--- config.mk ---
export PLATFORM = sky130hd
export DESIGN_NAME = ps2_kbd_top
export DESIGN_NICKNAME = d
export VERILOG_FILES = /design/src/design/kbd_regs_pkg.sv /design/src/design/ps2_pkg.sv /design/src/design/ps2_byte_if.sv /design/src/design/kbd_axil_regs.sv /design/src/design/key_track_fsm.sv /design/src/design/ps2_bit_timer.sv /design/src/design/ps2_frame_rx.sv /design/src/design/ps2_kbd_top.sv
export SDC_FILE = /design/constraint.sdc
export NUM_CORES = 1
export LEC_CHECK = 0
export BUFFER_PORTS_ARGS = -buffer_cell sky130_fd_sc_hd__clkbuf_2
export CAP_MARGIN = 0
export CORE_UTILIZATION = 48
export CTS_BUF_LIST = sky130_fd_sc_hd__clkbuf_2 sky130_fd_sc_hd__clkbuf_4 sky130_fd_sc_hd__clkbuf_8
export CTS_CLUSTER_SIZE = 14
export DETAILED_ROUTE_END_ITERATION = 7
export GPL_ROUTABILITY_DRIVEN = 0
export PLACE_DENSITY = 0.69
export SYNTH_ARGS = -nofsm -noshare
export SYNTH_HDL_FRONTEND = slang
export SYNTH_HIERARCHICAL = 1
export SYNTH_SLANG_ARGS = --single-unit
--- constraint.sdc ---
create_clock -name clk -period 3.75 [get_ports clk]
set_clock_uncertainty 0.15 [all_clocks]
set_input_delay 0 -clock clk [delete_from_list [all_inputs] [get_ports clk]]
set_output_delay 0 -clock clk [all_outputs]
set_load 0.02 [all_outputs]
--- src/design/kbd_regs_pkg.sv ---
`default_nettype none

package kbd_regs_pkg;

    // register map, byte addresses
    localparam logic [3:0] ADDR_STATUS      = 4'h0;
    localparam logic [3:0] ADDR_LAST_CODE   = 4'h4;
    localparam logic [3:0] ADDR_EVENT_COUNT = 4'h8;
    localparam logic [3:0] ADDR_HELD_KEYS   = 4'hC;

    // STATUS fields
    localparam int STAT_COMBO     = 0;
    localparam int STAT_RELEASED  = 1;
    localparam int STAT_HELD_LSB  = 2;  // two bits wide
    localparam int STAT_FRAME_ERR = 4;  // sticky until written

    typedef enum logic [1:0] {
        RESP_OKAY   = 2'b00,
        RESP_SLVERR = 2'b10
    } axi_resp_e;

endpackage

`default_nettype wire

--- src/design/ps2_pkg.sv ---
`default_nettype none

package ps2_pkg;

    // frame layout: start, 8 data bits lsb first, odd parity, stop
    localparam int FRAME_BITS = 11;
    localparam logic [3:0] LAST_BIT_INDEX = 4'(FRAME_BITS - 1);

    // keyboard scan codes, set 2
    localparam logic [7:0] BREAK_CODE  = 8'hF0;  // precedes a release code
    localparam logic [7:0] LSHIFT_CODE = 8'h12;
    localparam logic [7:0] LCTRL_CODE  = 8'h14;

    // system clocks without a falling edge before a partial frame is dropped
    localparam int IDLE_TIMEOUT_CYCLES = 2000;
    localparam int IDLE_CNT_W = $clog2(IDLE_TIMEOUT_CYCLES);

    typedef logic [IDLE_CNT_W-1:0] idle_cnt_t;

    localparam idle_cnt_t IDLE_LAST = idle_cnt_t'(IDLE_TIMEOUT_CYCLES - 1);

    // number of keys held at the same time
    typedef enum logic [1:0] {
        KEYS_NONE = 2'd0,
        KEYS_ONE  = 2'd1,
        KEYS_TWO  = 2'd2
    } key_state_e;

endpackage

`default_nettype wire

--- src/design/ps2_byte_if.sv ---
`timescale 1ns/1ns
`default_nettype none

// byte hand-off from the frame receiver to the key tracker, no back-pressure
interface ps2_byte_if;

    logic       byte_valid;  // one-cycle pulse, good frame
    logic [7:0] byte_code;
    logic       frame_err;   // status of the last frame
    logic       err_valid;   // one-cycle pulse, bad frame

    modport rx (
        output byte_valid,
        output byte_code,
        output frame_err,
        output err_valid
    );

    modport trk (
        input byte_valid,
        input byte_code,
        input frame_err,
        input err_valid
    );

endinterface

`default_nettype wire

--- src/design/kbd_axil_regs.sv ---
`timescale 1ns/1ns
`default_nettype none

module kbd_axil_regs (
    input  logic        clk,
    input  logic        rst_n,
    input  logic [3:0]  awaddr,
    input  logic        awvalid,
    output logic        awready,
    input  logic [31:0] wdata,
    input  logic        wvalid,
    output logic        wready,
    output logic [1:0]  bresp,
    output logic        bvalid,
    input  logic        bready,
    input  logic [3:0]  araddr,
    input  logic        arvalid,
    output logic        arready,
    output logic [31:0] rdata,
    output logic [1:0]  rresp,
    output logic        rvalid,
    input  logic        rready,
    input  logic [7:0]  held_key0,
    input  logic [7:0]  held_key1,
    input  logic [1:0]  held_count,
    input  logic [7:0]  last_code,
    input  logic [15:0] event_count,
    input  logic        released,
    input  logic        combo,
    input  logic        frame_err_seen,
    output logic        clear_count,
    output logic        clear_err
);

    logic        aw_accept;
    logic        ar_accept;
    logic        wr_mapped;
    logic [31:0] status_word;
    logic [31:0] rd_word;
    logic        rd_mapped;

    // new address only when no response is pending
    assign aw_accept = awvalid & wvalid & ~awready & ~bvalid;
    assign ar_accept = arvalid & ~arready & ~rvalid;

    assign wr_mapped = (awaddr == kbd_regs_pkg::ADDR_STATUS) ||
                       (awaddr == kbd_regs_pkg::ADDR_LAST_CODE) ||
                       (awaddr == kbd_regs_pkg::ADDR_EVENT_COUNT) ||
                       (awaddr == kbd_regs_pkg::ADDR_HELD_KEYS);

    always_comb begin
        status_word = 32'd0;
        status_word[kbd_regs_pkg::STAT_COMBO]         = combo;
        status_word[kbd_regs_pkg::STAT_RELEASED]      = released;
        status_word[kbd_regs_pkg::STAT_HELD_LSB +: 2] = held_count;
        status_word[kbd_regs_pkg::STAT_FRAME_ERR]     = frame_err_seen;
    end

    always_comb begin
        rd_mapped = 1'b1;
        case (araddr)
            kbd_regs_pkg::ADDR_STATUS:      rd_word = status_word;
            kbd_regs_pkg::ADDR_LAST_CODE:   rd_word = {24'd0, last_code};
            kbd_regs_pkg::ADDR_EVENT_COUNT: rd_word = {16'd0, event_count};
            kbd_regs_pkg::ADDR_HELD_KEYS:   rd_word = {16'd0, held_key1, held_key0};
            default: begin
                rd_word   = 32'd0;  // unmapped reads as zero
                rd_mapped = 1'b0;
            end
        endcase
    end

    always_ff @(posedge clk or negedge rst_n) begin
        if (!rst_n) begin
            awready     <= 1'b0;
            wready      <= 1'b0;
            bvalid      <= 1'b0;
            clear_count <= 1'b0;
            clear_err   <= 1'b0;
        end else begin
            awready     <= aw_accept;
            wready      <= aw_accept;
            clear_count <= 1'b0;
            clear_err   <= 1'b0;
            if (awready) begin  // aw and w complete on this edge
                bvalid      <= 1'b1;
                clear_count <= (awaddr == kbd_regs_pkg::ADDR_EVENT_COUNT);
                clear_err   <= (awaddr == kbd_regs_pkg::ADDR_STATUS);
            end else if (bvalid && bready) begin
                bvalid <= 1'b0;
            end
        end
    end

    always_ff @(posedge clk) begin
        if (awready) begin
            bresp <= wr_mapped ? kbd_regs_pkg::RESP_OKAY : kbd_regs_pkg::RESP_SLVERR;
        end
    end

    always_ff @(posedge clk or negedge rst_n) begin
        if (!rst_n) begin
            arready <= 1'b0;
            rvalid  <= 1'b0;
        end else begin
            arready <= ar_accept;
            if (arready) begin
                rvalid <= 1'b1;
            end else if (rvalid && rready) begin
                rvalid <= 1'b0;
            end
        end
    end

    // snapshot taken on the address handshake
    always_ff @(posedge clk) begin
        if (arready) begin
            rdata <= rd_word;
            rresp <= rd_mapped ? kbd_regs_pkg::RESP_OKAY : kbd_regs_pkg::RESP_SLVERR;
        end
    end

endmodule

`default_nettype wire

--- src/design/key_track_fsm.sv ---
`timescale 1ns/1ns
`default_nettype none

module key_track_fsm (
    input  logic        clk,
    input  logic        rst_n,
    input  logic        clear_count,
    input  logic        clear_err,
    ps2_byte_if.trk     byte_if,
    output logic [7:0]  held_key0,
    output logic [7:0]  held_key1,
    output logic [7:0]  last_code,
    output logic [1:0]  held_count,
    output logic [15:0] event_count,
    output logic        released,
    output logic        combo,
    output logic        frame_err_seen
);

    ps2_pkg::key_state_e state;
    ps2_pkg::key_state_e state_nxt;
    logic                break_pending;
    logic                pending_nxt;
    logic [7:0]          slot0_nxt;
    logic [7:0]          slot1_nxt;
    logic                rel_nxt;
    logic                bump;
    logic [7:0]          code;
    logic                hit0;
    logic                hit1;

    assign code = byte_if.byte_code;
    assign hit0 = (code != 8'h00) && (code == held_key0);  // empty slots hold zero
    assign hit1 = (code != 8'h00) && (code == held_key1);

    always_comb begin
        slot0_nxt   = held_key0;
        slot1_nxt   = held_key1;
        pending_nxt = break_pending;
        rel_nxt     = released;
        bump        = 1'b0;
        if (byte_if.byte_valid) begin
            if (code == ps2_pkg::BREAK_CODE) begin
                pending_nxt = 1'b1;
            end else if (break_pending) begin
                pending_nxt = 1'b0;
                if (hit0 || hit1) begin
                    if (hit0) begin
                        slot0_nxt = 8'h00;
                    end else begin
                        slot1_nxt = 8'h00;
                    end
                    bump    = 1'b1;
                    rel_nxt = 1'b1;
                end
            end else if ((code != 8'h00) && !hit0 && !hit1 &&
                         (state != ps2_pkg::KEYS_TWO)) begin
                if (held_key0 == 8'h00) begin  // lowest free slot first
                    slot0_nxt = code;
                end else begin
                    slot1_nxt = code;
                end
                bump    = 1'b1;
                rel_nxt = 1'b0;
            end
        end
    end

    always_comb begin
        case ({slot1_nxt != 8'h00, slot0_nxt != 8'h00})
            2'b00:   state_nxt = ps2_pkg::KEYS_NONE;
            2'b11:   state_nxt = ps2_pkg::KEYS_TWO;
            default: state_nxt = ps2_pkg::KEYS_ONE;
        endcase
    end

    always_ff @(posedge clk or negedge rst_n) begin
        if (!rst_n) begin
            state          <= ps2_pkg::KEYS_NONE;
            held_key0      <= 8'h00;
            held_key1      <= 8'h00;
            last_code      <= 8'h00;
            break_pending  <= 1'b0;
            released       <= 1'b0;
            event_count    <= 16'd0;
            frame_err_seen <= 1'b0;
        end else begin
            state         <= state_nxt;
            held_key0     <= slot0_nxt;
            held_key1     <= slot1_nxt;
            break_pending <= pending_nxt;
            released      <= rel_nxt;
            if (byte_if.byte_valid) begin
                last_code <= code;
            end
            if (clear_count) begin
                event_count <= 16'd0;
            end else if (bump) begin
                event_count <= event_count + 16'd1;
            end
            if (byte_if.err_valid && byte_if.frame_err) begin
                frame_err_seen <= 1'b1;  // a new error beats a clear
            end else if (clear_err) begin
                frame_err_seen <= 1'b0;
            end
        end
    end

    assign held_count = state;  // enum value is the key count
    assign combo = (held_key0 == ps2_pkg::LSHIFT_CODE) || (held_key0 == ps2_pkg::LCTRL_CODE) ||
                   (held_key1 == ps2_pkg::LSHIFT_CODE) || (held_key1 == ps2_pkg::LCTRL_CODE);

endmodule

`default_nettype wire

--- src/design/ps2_bit_timer.sv ---
`timescale 1ns/1ns
`default_nettype none

module ps2_bit_timer (
    input  logic       clk,
    input  logic       rst_n,
    input  logic       ps2_clk,
    output logic       bit_strobe,
    output logic       frame_done,
    output logic [3:0] bit_index
);

    logic [2:0]         clk_sync;  // [0] meets the pin
    logic [3:0]         bit_cnt;
    ps2_pkg::idle_cnt_t idle_cnt;
    logic               mid_frame;

    always_ff @(posedge clk or negedge rst_n) begin
        if (!rst_n) begin
            clk_sync <= 3'b111;  // bus idles high
        end else begin
            clk_sync <= {clk_sync[1:0], ps2_clk};
        end
    end

    // falling edge seen between the last two stages
    assign bit_strobe = clk_sync[2] & ~clk_sync[1];
    assign frame_done = bit_strobe && (bit_cnt == ps2_pkg::LAST_BIT_INDEX);
    assign bit_index  = bit_cnt;
    assign mid_frame  = (bit_cnt != 4'd0);

    always_ff @(posedge clk or negedge rst_n) begin
        if (!rst_n) begin
            bit_cnt  <= 4'd0;
            idle_cnt <= '0;
        end else if (bit_strobe) begin
            idle_cnt <= '0;
            if (frame_done) begin
                bit_cnt <= 4'd0;  // ready for the next start bit
            end else begin
                bit_cnt <= bit_cnt + 4'd1;
            end
        end else if (mid_frame) begin
            if (idle_cnt == ps2_pkg::IDLE_LAST) begin
                // keyboard stopped mid-frame, drop what we have
                bit_cnt  <= 4'd0;
                idle_cnt <= '0;
            end else begin
                idle_cnt <= idle_cnt + 1'b1;
            end
        end else begin
            idle_cnt <= '0;
        end
    end

endmodule

`default_nettype wire

--- src/design/ps2_frame_rx.sv ---
`timescale 1ns/1ns
`default_nettype none

module ps2_frame_rx (
    input  logic       clk,
    input  logic       rst_n,
    input  logic       ps2_data,
    input  logic       bit_strobe,
    input  logic       frame_done,
    input  logic [3:0] bit_index,
    ps2_byte_if.rx     byte_if
);

    logic [1:0] data_sync;   // lines up with the clock edge detector
    logic [9:0] frame_buf;   // start, data, parity; stop is checked live
    logic       start_ok;
    logic       stop_ok;
    logic       parity_ok;
    logic       frame_ok;

    always_ff @(posedge clk or negedge rst_n) begin
        if (!rst_n) begin
            data_sync <= 2'b11;
        end else begin
            data_sync <= {data_sync[0], ps2_data};
        end
    end

    always_ff @(posedge clk) begin
        if (bit_strobe && !frame_done) begin
            frame_buf[bit_index] <= data_sync[1];
        end
    end

    assign start_ok  = ~frame_buf[0];
    assign stop_ok   = data_sync[1];     // bit 10 arrives with frame_done
    assign parity_ok = ^frame_buf[9:1];  // odd over data and parity
    assign frame_ok  = start_ok & stop_ok & parity_ok;

    always_ff @(posedge clk or negedge rst_n) begin
        if (!rst_n) begin
            byte_if.byte_valid <= 1'b0;
            byte_if.err_valid  <= 1'b0;
            byte_if.frame_err  <= 1'b0;
        end else begin
            byte_if.byte_valid <= frame_done & frame_ok;
            byte_if.err_valid  <= frame_done & ~frame_ok;
            if (frame_done) begin
                byte_if.frame_err <= ~frame_ok;
            end
        end
    end

    always_ff @(posedge clk) begin
        if (frame_done) begin
            byte_if.byte_code <= frame_buf[8:1];
        end
    end

endmodule

`default_nettype wire

--- src/design/ps2_kbd_top.sv ---
`timescale 1ns/1ns
`default_nettype none

module ps2_kbd_top (
    input  logic        clk,
    input  logic        rst_n,
    input  logic        ps2_clk,
    input  logic        ps2_data,
    input  logic [3:0]  awaddr,
    input  logic        awvalid,
    output logic        awready,
    input  logic [31:0] wdata,
    input  logic        wvalid,
    output logic        wready,
    output logic [1:0]  bresp,
    output logic        bvalid,
    input  logic        bready,
    input  logic [3:0]  araddr,
    input  logic        arvalid,
    output logic        arready,
    output logic [31:0] rdata,
    output logic [1:0]  rresp,
    output logic        rvalid,
    input  logic        rready
);

    logic        bit_strobe;
    logic        frame_done;
    logic [3:0]  bit_index;
    logic [7:0]  held_key0;
    logic [7:0]  held_key1;
    logic [7:0]  last_code;
    logic [1:0]  held_count;
    logic [15:0] event_count;
    logic        released;
    logic        combo;
    logic        frame_err_seen;
    logic        clear_count;
    logic        clear_err;

    ps2_byte_if byte_bus ();

    ps2_bit_timer u_bit_timer (
        .clk        (clk),
        .rst_n      (rst_n),
        .ps2_clk    (ps2_clk),
        .bit_strobe (bit_strobe),
        .frame_done (frame_done),
        .bit_index  (bit_index)
    );

    ps2_frame_rx u_frame_rx (
        .clk        (clk),
        .rst_n      (rst_n),
        .ps2_data   (ps2_data),
        .bit_strobe (bit_strobe),
        .frame_done (frame_done),
        .bit_index  (bit_index),
        .byte_if    (byte_bus.rx)
    );

    key_track_fsm u_tracker (
        .clk            (clk),
        .rst_n          (rst_n),
        .clear_count    (clear_count),
        .clear_err      (clear_err),
        .byte_if        (byte_bus.trk),
        .held_key0      (held_key0),
        .held_key1      (held_key1),
        .last_code      (last_code),
        .held_count     (held_count),
        .event_count    (event_count),
        .released       (released),
        .combo          (combo),
        .frame_err_seen (frame_err_seen)
    );

    kbd_axil_regs u_regs (
        .clk            (clk),
        .rst_n          (rst_n),
        .awaddr         (awaddr),
        .awvalid        (awvalid),
        .awready        (awready),
        .wdata          (wdata),
        .wvalid         (wvalid),
        .wready         (wready),
        .bresp          (bresp),
        .bvalid         (bvalid),
        .bready         (bready),
        .araddr         (araddr),
        .arvalid        (arvalid),
        .arready        (arready),
        .rdata          (rdata),
        .rresp          (rresp),
        .rvalid         (rvalid),
        .rready         (rready),
        .held_key0      (held_key0),
        .held_key1      (held_key1),
        .held_count     (held_count),
        .last_code      (last_code),
        .event_count    (event_count),
        .released       (released),
        .combo          (combo),
        .frame_err_seen (frame_err_seen),
        .clear_count    (clear_count),
        .clear_err      (clear_err)
    );

endmodule

`default_nettype wire

==> results of run 1 <==
==> layout by cell type, fill, tap and decap left out, types with 7 or more instances in the layout <==
master,n
dfrtp_1,69
nor2_1,67
clkbuf_2,38
edfxtp_1,36
mux2i_1,36
nand2_1,25
xor2_1,24
conb_1,18
dlygate4sd3_1,17
nand4_1,16
nor2b_1,14
mux2_1,13
inv_1,12
nor3_1,11
clkbuf_8,10
nand3_1,10
a21oi_1,10
xnor2_1,9
mux2_2,9
and2_1,7
==> metrics by stage <==
step	worst slack [ns]	hold WS, ns	area [um2]	std cells	utilization, %
6_report	0.9610	0.09792	6241	696	54.42
5_1_grt	0.8082	0.07160	6241	696	54.42
4_1_cts	0.9554	0.08010	6241	696	54.42
3_5_place_dp	0.9867	-0.06117	5833	663	50.87
3_3_place_gp	0.9917	-0.06144	5833	663	50.87
2_1_floorplan	1.558	-0.4456	5727	519	-
==> routing by layer <==
metal	vias to the layer above	share of wire, %	GRT usage, %
li1	1815	-	-
met1	1833	45	23.10
met2	88	50	31.97
met3	12	4.2	4.720
met4	0	1.2	3.822
met5	-	0	0
==> worst paths after layout <==
path	startpoint	endpoint
min	ps2_data	u_frame_rx/data_sync[0]
min reg2reg	u_frame_rx/data_sync[0]	u_frame_rx/data_sync[1]
max in group asynchronous	rst_n	u_tracker/event_count[4]
max	u_frame_rx/byte_if.byte_code[6]	u_tracker/held_count[0]
max reg2reg	u_frame_rx/byte_if.byte_code[6]	u_tracker/held_count[0]
min in group asynchronous	rst_n	u_regs/arready
==> area by class of cell <==
| class | instances | area, um2 |
|---|---|---|
| inverters | 12 | 45.04 |
| clock inverters | 6 | 100.1 |
| multi-input cells | 358 | 2465 |
| repair buffers | 57 | 375.4 |
| well taps | 143 | 178.9 |
| flip-flops and latches | 110 | 2939 |
| fillers | 981 | 5226 |
| clock buffers | 10 | 137.6 |
==> flip-flops by register name, indices dropped and copies added, names as in the netlist, 3 cells and up <==
register	count
u_bit_timer/idle_cnt	11
u_tracker/held_key0	8
u_bit_timer/bit_index	4
u_tracker/held_key1	8
u_tracker/last_code	8
u_regs/rdata	16
u_tracker/event_count	16
u_bit_timer/clk_sync	3
u_frame_rx/frame_buf	10
u_frame_rx/byte_if.byte_code	8
==> power breakdown <==
group	leakage, nW	total, W	switching, W	internal, W
sequential	1.34	0.00141	0.0000900	0.00132
clock	0.121	0.000817	0.000409	0.000407
combinational	1.39	0.000323	0.000195	0.000127
total	2.85	0.00255	0.000695	0.00186
==> kinds of logic (layout without fill, tap and decap cells) <==
group           after synthesis  after routing  share of synthesized area, %
flops                       110            110                         51.90
buf+inv                      51             85                         5.700
compound gates               50             50                         6.341
fa+ha+maj                     6              6                         1.326
xor+xnor                     35             35                         5.789
other cells                   1             18                       0.06622
mux                          58             58                         10.74
simple gates                191            191                         18.14
==> tab_implementation.tex, run 1 <==
\begin{tabular}{lr}
\hline
Metric & Value \\
\hline
\multicolumn{2}{l}{\textbf{Floorplan}} \\
Height of the chip & 110.6 um \\
Site Rows & 39 \\
Number of ports placed on the die boundary & 90 \\
Die extent in x & 110.6 um \\
Initial core utilization & 49.38\% \\
Die footprint & 0.01224 mm2 \\
Core outline area & 0.01147 mm2 \\
\multicolumn{2}{l}{\textbf{Timing}} \\
Number of hold-slack violations in the final timing report & 0 \\
Final setup violation count & 0 \\
Setup TNS & 0 ns \\
Max Fclk & 358.6 MHz \\
Final-report max-slew violation count & 0 \\
Period utilisation layout & 74.37\% \\
Setup repair after global routing missed its margin & no \\
Final critical path time including I/O delays and setup & 2.789 ns \\
Worst slew margin relative to its limit & 36.67\% \\
Measured slew at the worst slew-check pin & 0.9500 ns \\
\multicolumn{2}{l}{\textbf{Clocking}} \\
Clock tree from TritonCTS & yes \\
Cell at the root of the clock tree & clkbuf\_8 \\
H-tree depth & 3 \\
PostCTS Resize Cnt & 0 \\
CTS buffer count & 9 \\
Maximum number of buffers from clock root to sink & 2 \\
Hold buffer count at CTS & 17 \\
Later-pin clock latency in the skew report & 0.38 ns \\
CTS sink cnt & 110 \\
Buffers inserted during post-CTS setup optimization & 0 \\
Clock input transition at the sequential cells of the worst setup and hold paths & 0.10 ns \\
\multicolumn{2}{l}{\textbf{Global route}} \\
Initial antenna violation count & 0 \\
Largest net degree at the start of global routing & 75 \\
Number of global-route vias before repair & 3646 \\
Aggregate global-route resource usage & 18.39\% \\
Global route overflow & 0 \\
Global-route wire length before repair & 17990 um \\
\multicolumn{2}{l}{\textbf{Route}} \\
Routed len/inst & 15.51 um \\
Via/cell ratio & 5.385 \\
Post-detailed-route count of antenna-violating nets & 0 \\
Drt drc & 0 \\
Drt first pass iters & 4 \\
Drt total wl & 10800 um \\
Starting DRT DRC Count & 157 \\
Via count & 3748 \\
\multicolumn{2}{l}{\textbf{Synthesis}} \\
Post-synthesis cell type with the largest combined area & dfrtp\_1 \\
Fraction of synthesized cell area taken by the top area cell type & 30.49\% \\
Synthesized area per cell & 11.28 um2 \\
Most instantiated cells after synthesis & dfrtp\_1 (69), nor2\_1 (67), edfxtp\_1 (36), mux2i\_1 (36), nand2\_1 (25) \\
Cell count after synthesis & 502 \\
Number of register bits inferred by synthesis & 110 \\
Fraction of registers with async set/reset & 67.27\% \\
Post-Synthesis Cell Area & 0.005663 mm2 \\
Yosys warning total & 6 \\
Flip-flop cell with the highest count after synthesis & dfrtp\_1 \\
Number of enable-type register cells in the synthesized netlist & 36 \\
Sequential cell area fraction in the yosys report & 51.90\% \\
Distinct cell type count after synthesis & 61 \\
Largest cells by area after synthesis & dfrtp\_1 (30\%), edfxtp\_1 (19\%), mux2i\_1 (6.4\%) \\
Most frequent cell after synthesis & dfrtp\_1 \\
\multicolumn{2}{l}{\textbf{Worst setup path}} \\
Flop2flop setup slack & 0.96 ns \\
Cell with the largest stage delay on the worst path & edfxtp\_1 \\
Worst-path cell chain & xor2\_1, nor4\_1, and2\_1, or3\_1, a31oi\_1, ha\_1 \\
CP Data Required Time & 3.87 ns \\
Largest stage delay, worst path & 0.55 ns \\
Family of cells with the greatest summed delay on the critical path & simple AND/OR/NAND/NOR gates \\
Worst EP arrival & 2.91 ns \\
Highest fanout seen on the critical path & 9 \\
Instance count on the critical path & 6 \\
Startpoint kind of the worst setup timing path & register \\
Crit Path Category & reg2reg \\
Kind of capture point of the worst setup path & register \\
Number of buffers and inverters on the critical path & 0 \\
Logic depth of the worst register-to-register path & 6 \\
\multicolumn{2}{l}{\textbf{Run}} \\
Maxcap violations & 0 \\
\multicolumn{2}{l}{\textbf{Layout}} \\
Layout Nets & 603 \\
Diode insertion count for antenna repair & 0 \\
Proportion of layout cells with a drive suffix above 1 & 16.46\% \\
Area growth syn-to-layout & 10.21\% \\
\multicolumn{2}{l}{\textbf{Worst hold path}} \\
Min-Delay Path Depth & 2 \\
Worst hold path type & in2reg \\
\multicolumn{2}{l}{\textbf{Power}} \\
Pwr Total & 0.002552 W \\
Power per standard cell area & 409.0 mW/mm2 \\
Leakage component of the power & 2.854 nW \\
Maximum ir drop on the vdd rail & 0.3515 mV \\
\multicolumn{2}{l}{\textbf{Place}} \\
Detailed placement HPWL & 7521 um \\
Port Buf Inserts & 39 \\
\multicolumn{2}{l}{\textbf{Run status}} \\
Result of the run & finished, final reports clean \\
\hline
\end{tabular}
Note: power is estimated with default switching activity, not from simulation.
==> inputs of run 2 (changes only) <==
PLACE_DENSITY = 0.72   (was 0.69)
clock period = 2.25 ns   (was 3.75 ns; I/O delays follow)
==> run 2 against run 1 <==
  * The run now ends with setup timing left
  * Cell count grew 9.6%
  * Final area grew 12%
  * Sequential share of layout area fell by 5.0 points
  * Register-to-register slack lost 1.1 ns
  * Flip-flop and latch count is the same
  * Non-clock buffer count grew 65
  * Via count is 11% higher
  * Worst setup slack worse by 1.1 ns
  * Power increased by 60%
  * Sequential power up 65%
  * Core utilization grew 6.5 points
==> tab_implementation.tex, run 2 (synthesized netlist as in run 1, its figures left out) <==
\begin{tabular}{lr}
\hline
Metric & Value \\
\hline
\multicolumn{2}{l}{\textbf{Layout}} \\
Area growth syn-to-layout & 23.42\% \\
Diode insertion count for antenna repair & 0 (unchanged) \\
Fillers & 876 (-11\%) \\
Proportion of layout cells with a drive suffix above 1 & 28.87\% (+12 points) \\
Cell area after layout & 0.006989 mm2 (+12\%) \\
Layout Nets & 670 (+11\%) \\
Leading cell type in the layout, fill and taps excluded & dfrtp\_1 \\
Largest registers in the final layout & u\_regs/rdata (16), u\_tracker/event\_count (16), u\_bit\_timer/idle\_cnt (11) \\
Post-Layout Cell Count & 763 (+9.6\%) \\
Commonest cells after routing, fill and taps aside & dfrtp\_1 (69), nor2\_1 (67), buf\_4 (50) \\
\multicolumn{2}{l}{\textbf{Floorplan}} \\
Initial core utilization & 49.38\% (unchanged) \\
Site Rows & 39 (unchanged) \\
Die footprint & 0.01224 mm2 (unchanged) \\
Die extent in x & 110.6 um (unchanged) \\
Number of ports placed on the die boundary & 90 (unchanged) \\
Height of the chip & 110.6 um (unchanged) \\
Core outline area & 0.01147 mm2 (unchanged) \\
\multicolumn{2}{l}{\textbf{Worst setup path}} \\
Highest fanout seen on the critical path & 6 (-3) \\
Worst-path cell chain & buf\_6, and4\_4, o21ai\_4, and2\_4, buf\_6, nand4\_1, mux2i\_1, mux2\_1 \\
Kind of capture point of the worst setup path & register \\
Cell with the largest stage delay on the worst path & edfxtp\_1 \\
Worst EP arrival & 2.47 ns (-0.44 ns) \\
CP Data Required Time & 2.36 ns (-1.51 ns) \\
Crit Path Category & reg2reg \\
Largest stage delay, worst path & 0.51 ns (-0.04 ns) \\
Most repeated library cell on the critical path & buf\_6 \\
Startpoint kind of the worst setup timing path & register \\
Logic depth of the worst register-to-register path & 8 (+2) \\
\multicolumn{2}{l}{\textbf{Timing}} \\
Number of hold-slack violations in the final timing report & 0 (unchanged) \\
Period utilisation layout & 104.7\% (+30 points) \\
Max Fclk & 424.6 MHz (+18\%) \\
Final critical path time including I/O delays and setup & 2.355 ns (-0.4340 ns) \\
Setup repair after global routing missed its margin & yes \\
Measured slew at the worst slew-check pin & 0.7051 ns (-0.2449 ns) \\
Worst setup slack after layout & -0.1050 ns (-1.066 ns) \\
Fin Hold WS & 0.09284 ns (-0.005084 ns) \\
Final setup violation count & 9 (+9) \\
Worst slew margin relative to its limit & 53.00\% (+16 points) \\
Final-report max-slew violation count & 0 (unchanged) \\
\multicolumn{2}{l}{\textbf{Route}} \\
Routed len/inst & 16.30 um (+5.1\%) \\
Drt drc & 0 (unchanged) \\
Post-detailed-route count of antenna-violating nets & 0 (unchanged) \\
Drt first pass iters & 4 (unchanged) \\
Via/cell ratio & 5.467 (+1.5\%) \\
Drt total wl & 12440 um (+15\%) \\
Via count & 4171 (+11\%) \\
Starting DRT DRC Count & 229 (+46\%) \\
\multicolumn{2}{l}{\textbf{Worst hold path}} \\
Min-Delay Path Depth & 2 (unchanged) \\
Worst hold path type & in2reg \\
\multicolumn{2}{l}{\textbf{Clocking}} \\
H-tree depth & 3 (unchanged) \\
CTS buffer count & 9 (unchanged) \\
Maximum number of buffers from clock root to sink & 2 (unchanged) \\
Clock tree from TritonCTS & yes \\
Clock input transition at the sequential cells of the worst setup and hold paths & 0.10 ns (about the same) \\
CTS sink cnt & 110 (unchanged) \\
Later-pin clock latency in the skew report & 0.38 ns (about the same) \\
Cell at the root of the clock tree & clkbuf\_8 \\
\multicolumn{2}{l}{\textbf{Power}} \\
Pwr Total & 0.004096 W (+60\%) \\
Power per standard cell area & 586.1 mW/mm2 (+43\%) \\
Leakage component of the power & 3.230 nW (+13\%) \\
Maximum ir drop on the vdd rail & 0.5995 mV (+71\%) \\
\multicolumn{2}{l}{\textbf{Global route}} \\
Largest net degree at the start of global routing & 47 (-37\%) \\
Global route overflow & 0 (unchanged) \\
Global-route wire length before repair & 19750 um (+9.8\%) \\
Aggregate global-route resource usage & 20.38\% (+2.0 points) \\
Initial antenna violation count & 0 (unchanged) \\
Number of global-route vias before repair & 4108 (+13\%) \\
\multicolumn{2}{l}{\textbf{Run status}} \\
Violated checks & setup timing \\
Result of the run & finished with violations \\
\multicolumn{2}{l}{\textbf{Place}} \\
Detailed placement HPWL & 8573 um (+14\%) \\
Placed standard-cell area & 0.006233 mm2 (+6.9\%) \\
Placed cell count & 713 (+7.5\%) \\
Pre-CTS setup slack & -0.1009 ns (-1.088 ns) \\
Port Buf Inserts & 39 (unchanged) \\
\multicolumn{2}{l}{\textbf{Run}} \\
Maxcap violations & 0 (unchanged) \\
\hline
\end{tabular}
## run 2: layer usage
layer  part of all wire (%)  global-route usage [%]  vias to the layer above  wire, um
li1                       -                       -                     1954         -
met1                     42                   23.98                     2068      5239
met2                     51                   35.32                      117      6360
met3                    4.0                   5.379                       32       494
met4                    2.8                   8.178                        0       344
met5                      0                       0                        -         0
## run 2: path summary, 6_finish.rpt
| check | startpoint | to | slack [ns] |
|---|---|---|---|
| max in group asynchronous | rst_n | u_bit_timer/clk_sync[2] | 1.12 |
| worst min-delay path | ps2_data | u_frame_rx/data_sync[0] | 0.09 |
| worst max-delay path | u_frame_rx/byte_if.byte_code[6] | u_tracker/event_count[14] | -0.10 |
| worst min register to register | u_frame_rx/data_sync[0] | u_frame_rx/data_sync[1] | 0.21 |
| worst max register to register | u_frame_rx/byte_if.byte_code[6] | u_tracker/event_count[14] | -0.10 |
| min in group asynchronous | rst_n | u_tracker/last_code[4] | 0.51 |
## run 2: metrics by stage
stage / TNS [ns] / util, %
global route: -1.846 / 60.95
floorplan: 0 / -
detailed placement: -1.178 / 54.36
CTS: -0.09348 / 58.57
global placement: -0.2706 / 54.36
finish: -0.4095 / 60.95
## run 2: power by group
group,internal [W],switching [W]
Clock,0.000451,0.000690
Sequential,0.00221,0.000114
Combinational,0.000254,0.000382
## run 2: critical path, delay by kind of cell, from the launching register on
kind,cells,cell delay [ns]
compound gates,1,0.22
buf+inv,2,0.29
flops,1,0.51
mux,2,0.53
simple gates,3,0.53
## run 2: cell type report
cell class              instances  area (um2)  share of cell area (%)
flip-flops and latches        110        2939                   42.05
inverters                      12       45.04                  0.6445
repair buffers                122       962.2                   13.77
well taps                     143       178.9                   2.560
multi-input cells             360        2674                   38.26
clock buffers                  10       137.6                   1.969
clock inverters                 6       52.55                  0.7519
## run 2: timing repair
action | in CTS | in global routing
setup endpoints to repair | 17 | 30
setup buffers | 3 | 11
pin swaps | 8 | 23
gates resized for setup | 16 | 35
hold endpoints to repair | 87 | 0
gates cloned | 0 | 2
hold buffers | 18 | 0
==> inputs of run 3 (changes only) <==
CORE_UTILIZATION = 50   (was 48)
PLACE_DENSITY = 0.75   (was 0.72)
SLEW_MARGIN = 30   (was not set)
==> run 3 against run 2 <==
  * The flow still finishes with violations (setup timing)
  * Clock power hardly changed
  * Worst hold slack worse by 0.073 ns
  * Routed wire length is 2.9% higher
  * Flip-flop and latch count stayed put
==> tab_implementation.tex, run 3 (synthesized netlist as in run 1, its figures left out) <==
\begin{tabular}{lr}
\hline
Metric & Value \\
\hline
\multicolumn{2}{l}{\textbf{Power}} \\
Sequential share of power & 56.6\% (about the same) \\
Maximum ir drop on the vdd rail & 0.5739 mV (-4.3\%) \\
Power per standard cell area & 590.6 mW/mm2 (+0.76\%) \\
Cell internal power dissipation & 0.002884 W (-0.91\%) \\
Proportion of power drawn by combinational gates & 15.6\% (about the same) \\
Switching power as a share of total power & 29.60\% (+0.66 points) \\
Leakage component of the power & 3.173 nW (-1.7\%) \\
Clock power share & 27.8\% (about the same) \\
Sw power & 0.001213 W (+2.3\%) \\
\multicolumn{2}{l}{\textbf{Global route}} \\
Global-route wire length before repair & 19540 um (-1.0\%) \\
Most heavily used metal layer in global routing & met2 \\
Initial antenna violation count & 0 (unchanged) \\
Global Route met2 Usage & 37.39\% (+2.1 points) \\
Global route overflow & 0 (unchanged) \\
Aggregate global-route resource usage & 21.78\% (+1.4 points) \\
Largest net degree at the start of global routing & 75 (+60\%) \\
Met3 demand-to-capacity share in global routing & 4.882\% (-0.50 points) \\
Number of global-route vias before repair & 4109 (+0.024\%) \\
Met1 Use GR & 25.97\% (+2.0 points) \\
\multicolumn{2}{l}{\textbf{Route}} \\
Drt first pass iters & 4 (unchanged) \\
Starting DRT DRC Count & 261 (+14\%) \\
Via/cell ratio & 5.508 (+0.76\%) \\
Drt total wl & 12800 um (+2.9\%) \\
Drt drc & 0 (unchanged) \\
Post-detailed-route count of antenna-violating nets & 0 (unchanged) \\
Routed len/inst & 16.98 um (+4.1\%) \\
Via count & 4153 (-0.43\%) \\
\multicolumn{2}{l}{\textbf{Layout}} \\
Fillers & 818 (-6.6\%) \\
Largest registers in the final layout & u\_regs/rdata (16), u\_tracker/event\_count (16), u\_bit\_timer/idle\_cnt (11) \\
Leading cell type in the layout, fill and taps excluded & dfrtp\_1 \\
Commonest cells after routing, fill and taps aside & dfrtp\_1 (69), nor2\_1 (67), buf\_4 (50) \\
Diode insertion count for antenna repair & 0 (unchanged) \\
Layout Nets & 664 (-0.90\%) \\
Proportion of layout cells with a drive suffix above 1 & 29.80\% (+0.93 points) \\
Area growth syn-to-layout & 22.51\% \\
\multicolumn{2}{l}{\textbf{Clocking}} \\
Later-pin clock latency in the skew report & 0.38 ns (about the same) \\
CTS buffer count & 9 (unchanged) \\
Clock input transition at the sequential cells of the worst setup and hold paths & 0.12 ns (+0.02 ns) \\
Cell at the root of the clock tree & clkbuf\_8 \\
CTS sink cnt & 110 (unchanged) \\
Maximum number of buffers from clock root to sink & 2 (unchanged) \\
Clock tree from TritonCTS & yes \\
H-tree depth & 3 (unchanged) \\
\multicolumn{2}{l}{\textbf{Timing}} \\
Worst slew margin relative to its limit & 51.73\% (-1.3 points) \\
Period utilisation layout & 106.2\% (+1.5 points) \\
Worst setup slack after layout & -0.1386 ns (-0.03359 ns) \\
Final critical path time including I/O delays and setup & 2.389 ns (+0.03359 ns) \\
Setup repair after global routing missed its margin & yes \\
Final setup violation count & 28 (+19) \\
Fin Hold WS & 0.01947 ns (-0.07337 ns) \\
Measured slew at the worst slew-check pin & 0.7241 ns (+0.01901 ns) \\
Number of hold-slack violations in the final timing report & 0 (unchanged) \\
Final-report max-slew violation count & 0 (unchanged) \\
Max Fclk & 418.7 MHz (-1.4\%) \\
\multicolumn{2}{l}{\textbf{Floorplan}} \\
Initial core utilization & 51.78\% (+2.4 points) \\
Core outline area & 0.01094 mm2 (-4.6\%) \\
Height of the chip & 108.4 um (-2.0\%) \\
Die extent in x & 108.4 um (-2.0\%) \\
Number of ports placed on the die boundary & 90 (unchanged) \\
Site Rows & 38 (-2.6\%) \\
Die footprint & 0.01176 mm2 (-3.9\%) \\
\multicolumn{2}{l}{\textbf{Worst setup path}} \\
Crit Path Category & reg2reg \\
Highest fanout seen on the critical path & 5 (-1) \\
Largest stage delay, worst path & 0.52 ns (about the same) \\
Worst EP arrival & 2.53 ns (+0.06 ns) \\
Cell with the largest stage delay on the worst path & edfxtp\_1 \\
Kind of capture point of the worst setup path & register \\
Startpoint kind of the worst setup timing path & register \\
Worst-path cell chain & xor2\_1, nor4\_2, and2\_4, buf\_4, nor3\_4, a31oi\_1, ha\_4 \\
CP Data Required Time & 2.39 ns (+0.03 ns) \\
\multicolumn{2}{l}{\textbf{Run status}} \\
Result of the run & finished with violations \\
Violated checks & setup timing \\
\multicolumn{2}{l}{\textbf{Place}} \\
Detailed placement HPWL & 8406 um (-1.9\%) \\
Port Buf Inserts & 39 (unchanged) \\
Pre-CTS setup slack & -0.1573 ns (-0.05638 ns) \\
\multicolumn{2}{l}{\textbf{Run}} \\
Maxcap violations & 0 (unchanged) \\
\multicolumn{2}{l}{\textbf{Worst hold path}} \\
Worst hold path type & in2async \\
\hline
\end{tabular}
==> run 3: path summary, 6_finish.rpt <==
| kind | startpoint | to | slack (ns) | depth (start not counted) |
|---|---|---|---|---|
| min in group clk | araddr[0] | u_regs/rdata[0] | 0.06 | 3 |
| setup reg to reg | u_frame_rx/byte_if.byte_code[5] | u_tracker/held_count[0] | -0.14 | 7 |
| max in group asynchronous | rst_n | u_frame_rx/data_sync[0] | 1.57 | 3 |
| hold / removal | rst_n | u_regs/rvalid | 0.02 | 3 |
| hold reg to reg | u_frame_rx/data_sync[0] | u_frame_rx/data_sync[1] | 0.21 | 0 |
| setup / recovery | u_frame_rx/byte_if.byte_code[5] | u_tracker/held_count[0] | -0.14 | 7 |
==> run 3: critical path, delay by kind of cell (launching register included) <==
kind / cells / cell delay [ns]
fa+ha+maj: 1 / 0.25
compound gates: 1 / 0.26
xor+xnor: 1 / 0.22
buf+inv: 1 / 0.16
flops: 1 / 0.52
simple gates: 3 / 0.73
==> run 3: area by class of cell <==
class | instances | area [um2] | area share (%)
Sequential cell | 110 | 2939 | 42.36
Multi-Input combinational cell | 359 | 2706 | 39.01
Timing Repair Buffer | 117 | 880.8 | 12.70
Tap cell | 140 | 175.2 | 2.525
Inverter | 12 | 45.04 | 0.6492
Clock buffer | 9 | 123.9 | 1.785
Clock inverter | 7 | 67.56 | 0.9739
==> run 3: routing by layer <==
| metal | share of wire [%] | wire, um | vias to the layer above |
|---|---|---|---|
| met3 | 5.3 | 678 | 32 |
| met5 | 0 | 0 | - |
| met1 | 41 | 5197 | 2030 |
| met4 | 3.1 | 392 | 0 |
| met2 | 51 | 6533 | 154 |
| li1 | - | - | 1937 |
==> run 3: what timing repair did <==
item	4_1_cts	5_1_grt
pin swaps	10	16
hold buffers	16	0
resized for setup	18	39
endpoints found under the setup margin	18	35
setup buffers	4	6
endpoints found under the hold margin	87	0
cloned	0	1
==> run 3: power groups by stage <==
| stage | combinational (W) | clock [W] | sequential (W) |
|---|---|---|---|
| finish | 0.000638 | 0.00114 | 0.00232 |
| global route | 0.000708 | 0.00123 | 0.00234 |
| CTS | 0.000617 | 0.00116 | 0.00232 |
| detailed placement | 0.000592 | 0 | 0.00236 |
| global placement | 0.000571 | 0 | 0.00235 |
| floorplan | 0.000354 | 0 | 0.00241 |
==> run 3: stage by stage <==
step / TNS (ns) / std cells / cell area, um2 / total power (W) / util [%]
after floorplan: 0 / 519 / 5727 / 0.002765 / -
final: -1.776 / 754 / 6938 / 0.004097 / 63.44
after global routing: -3.550 / 754 / 6938 / 0.004287 / 63.44
after global placement: -0.6341 / 711 / 6225 / 0.002924 / 56.92
after detailed placement: -1.548 / 711 / 6225 / 0.002955 / 56.92
after CTS: -0.4879 / 747 / 6685 / 0.004095 / 61.13
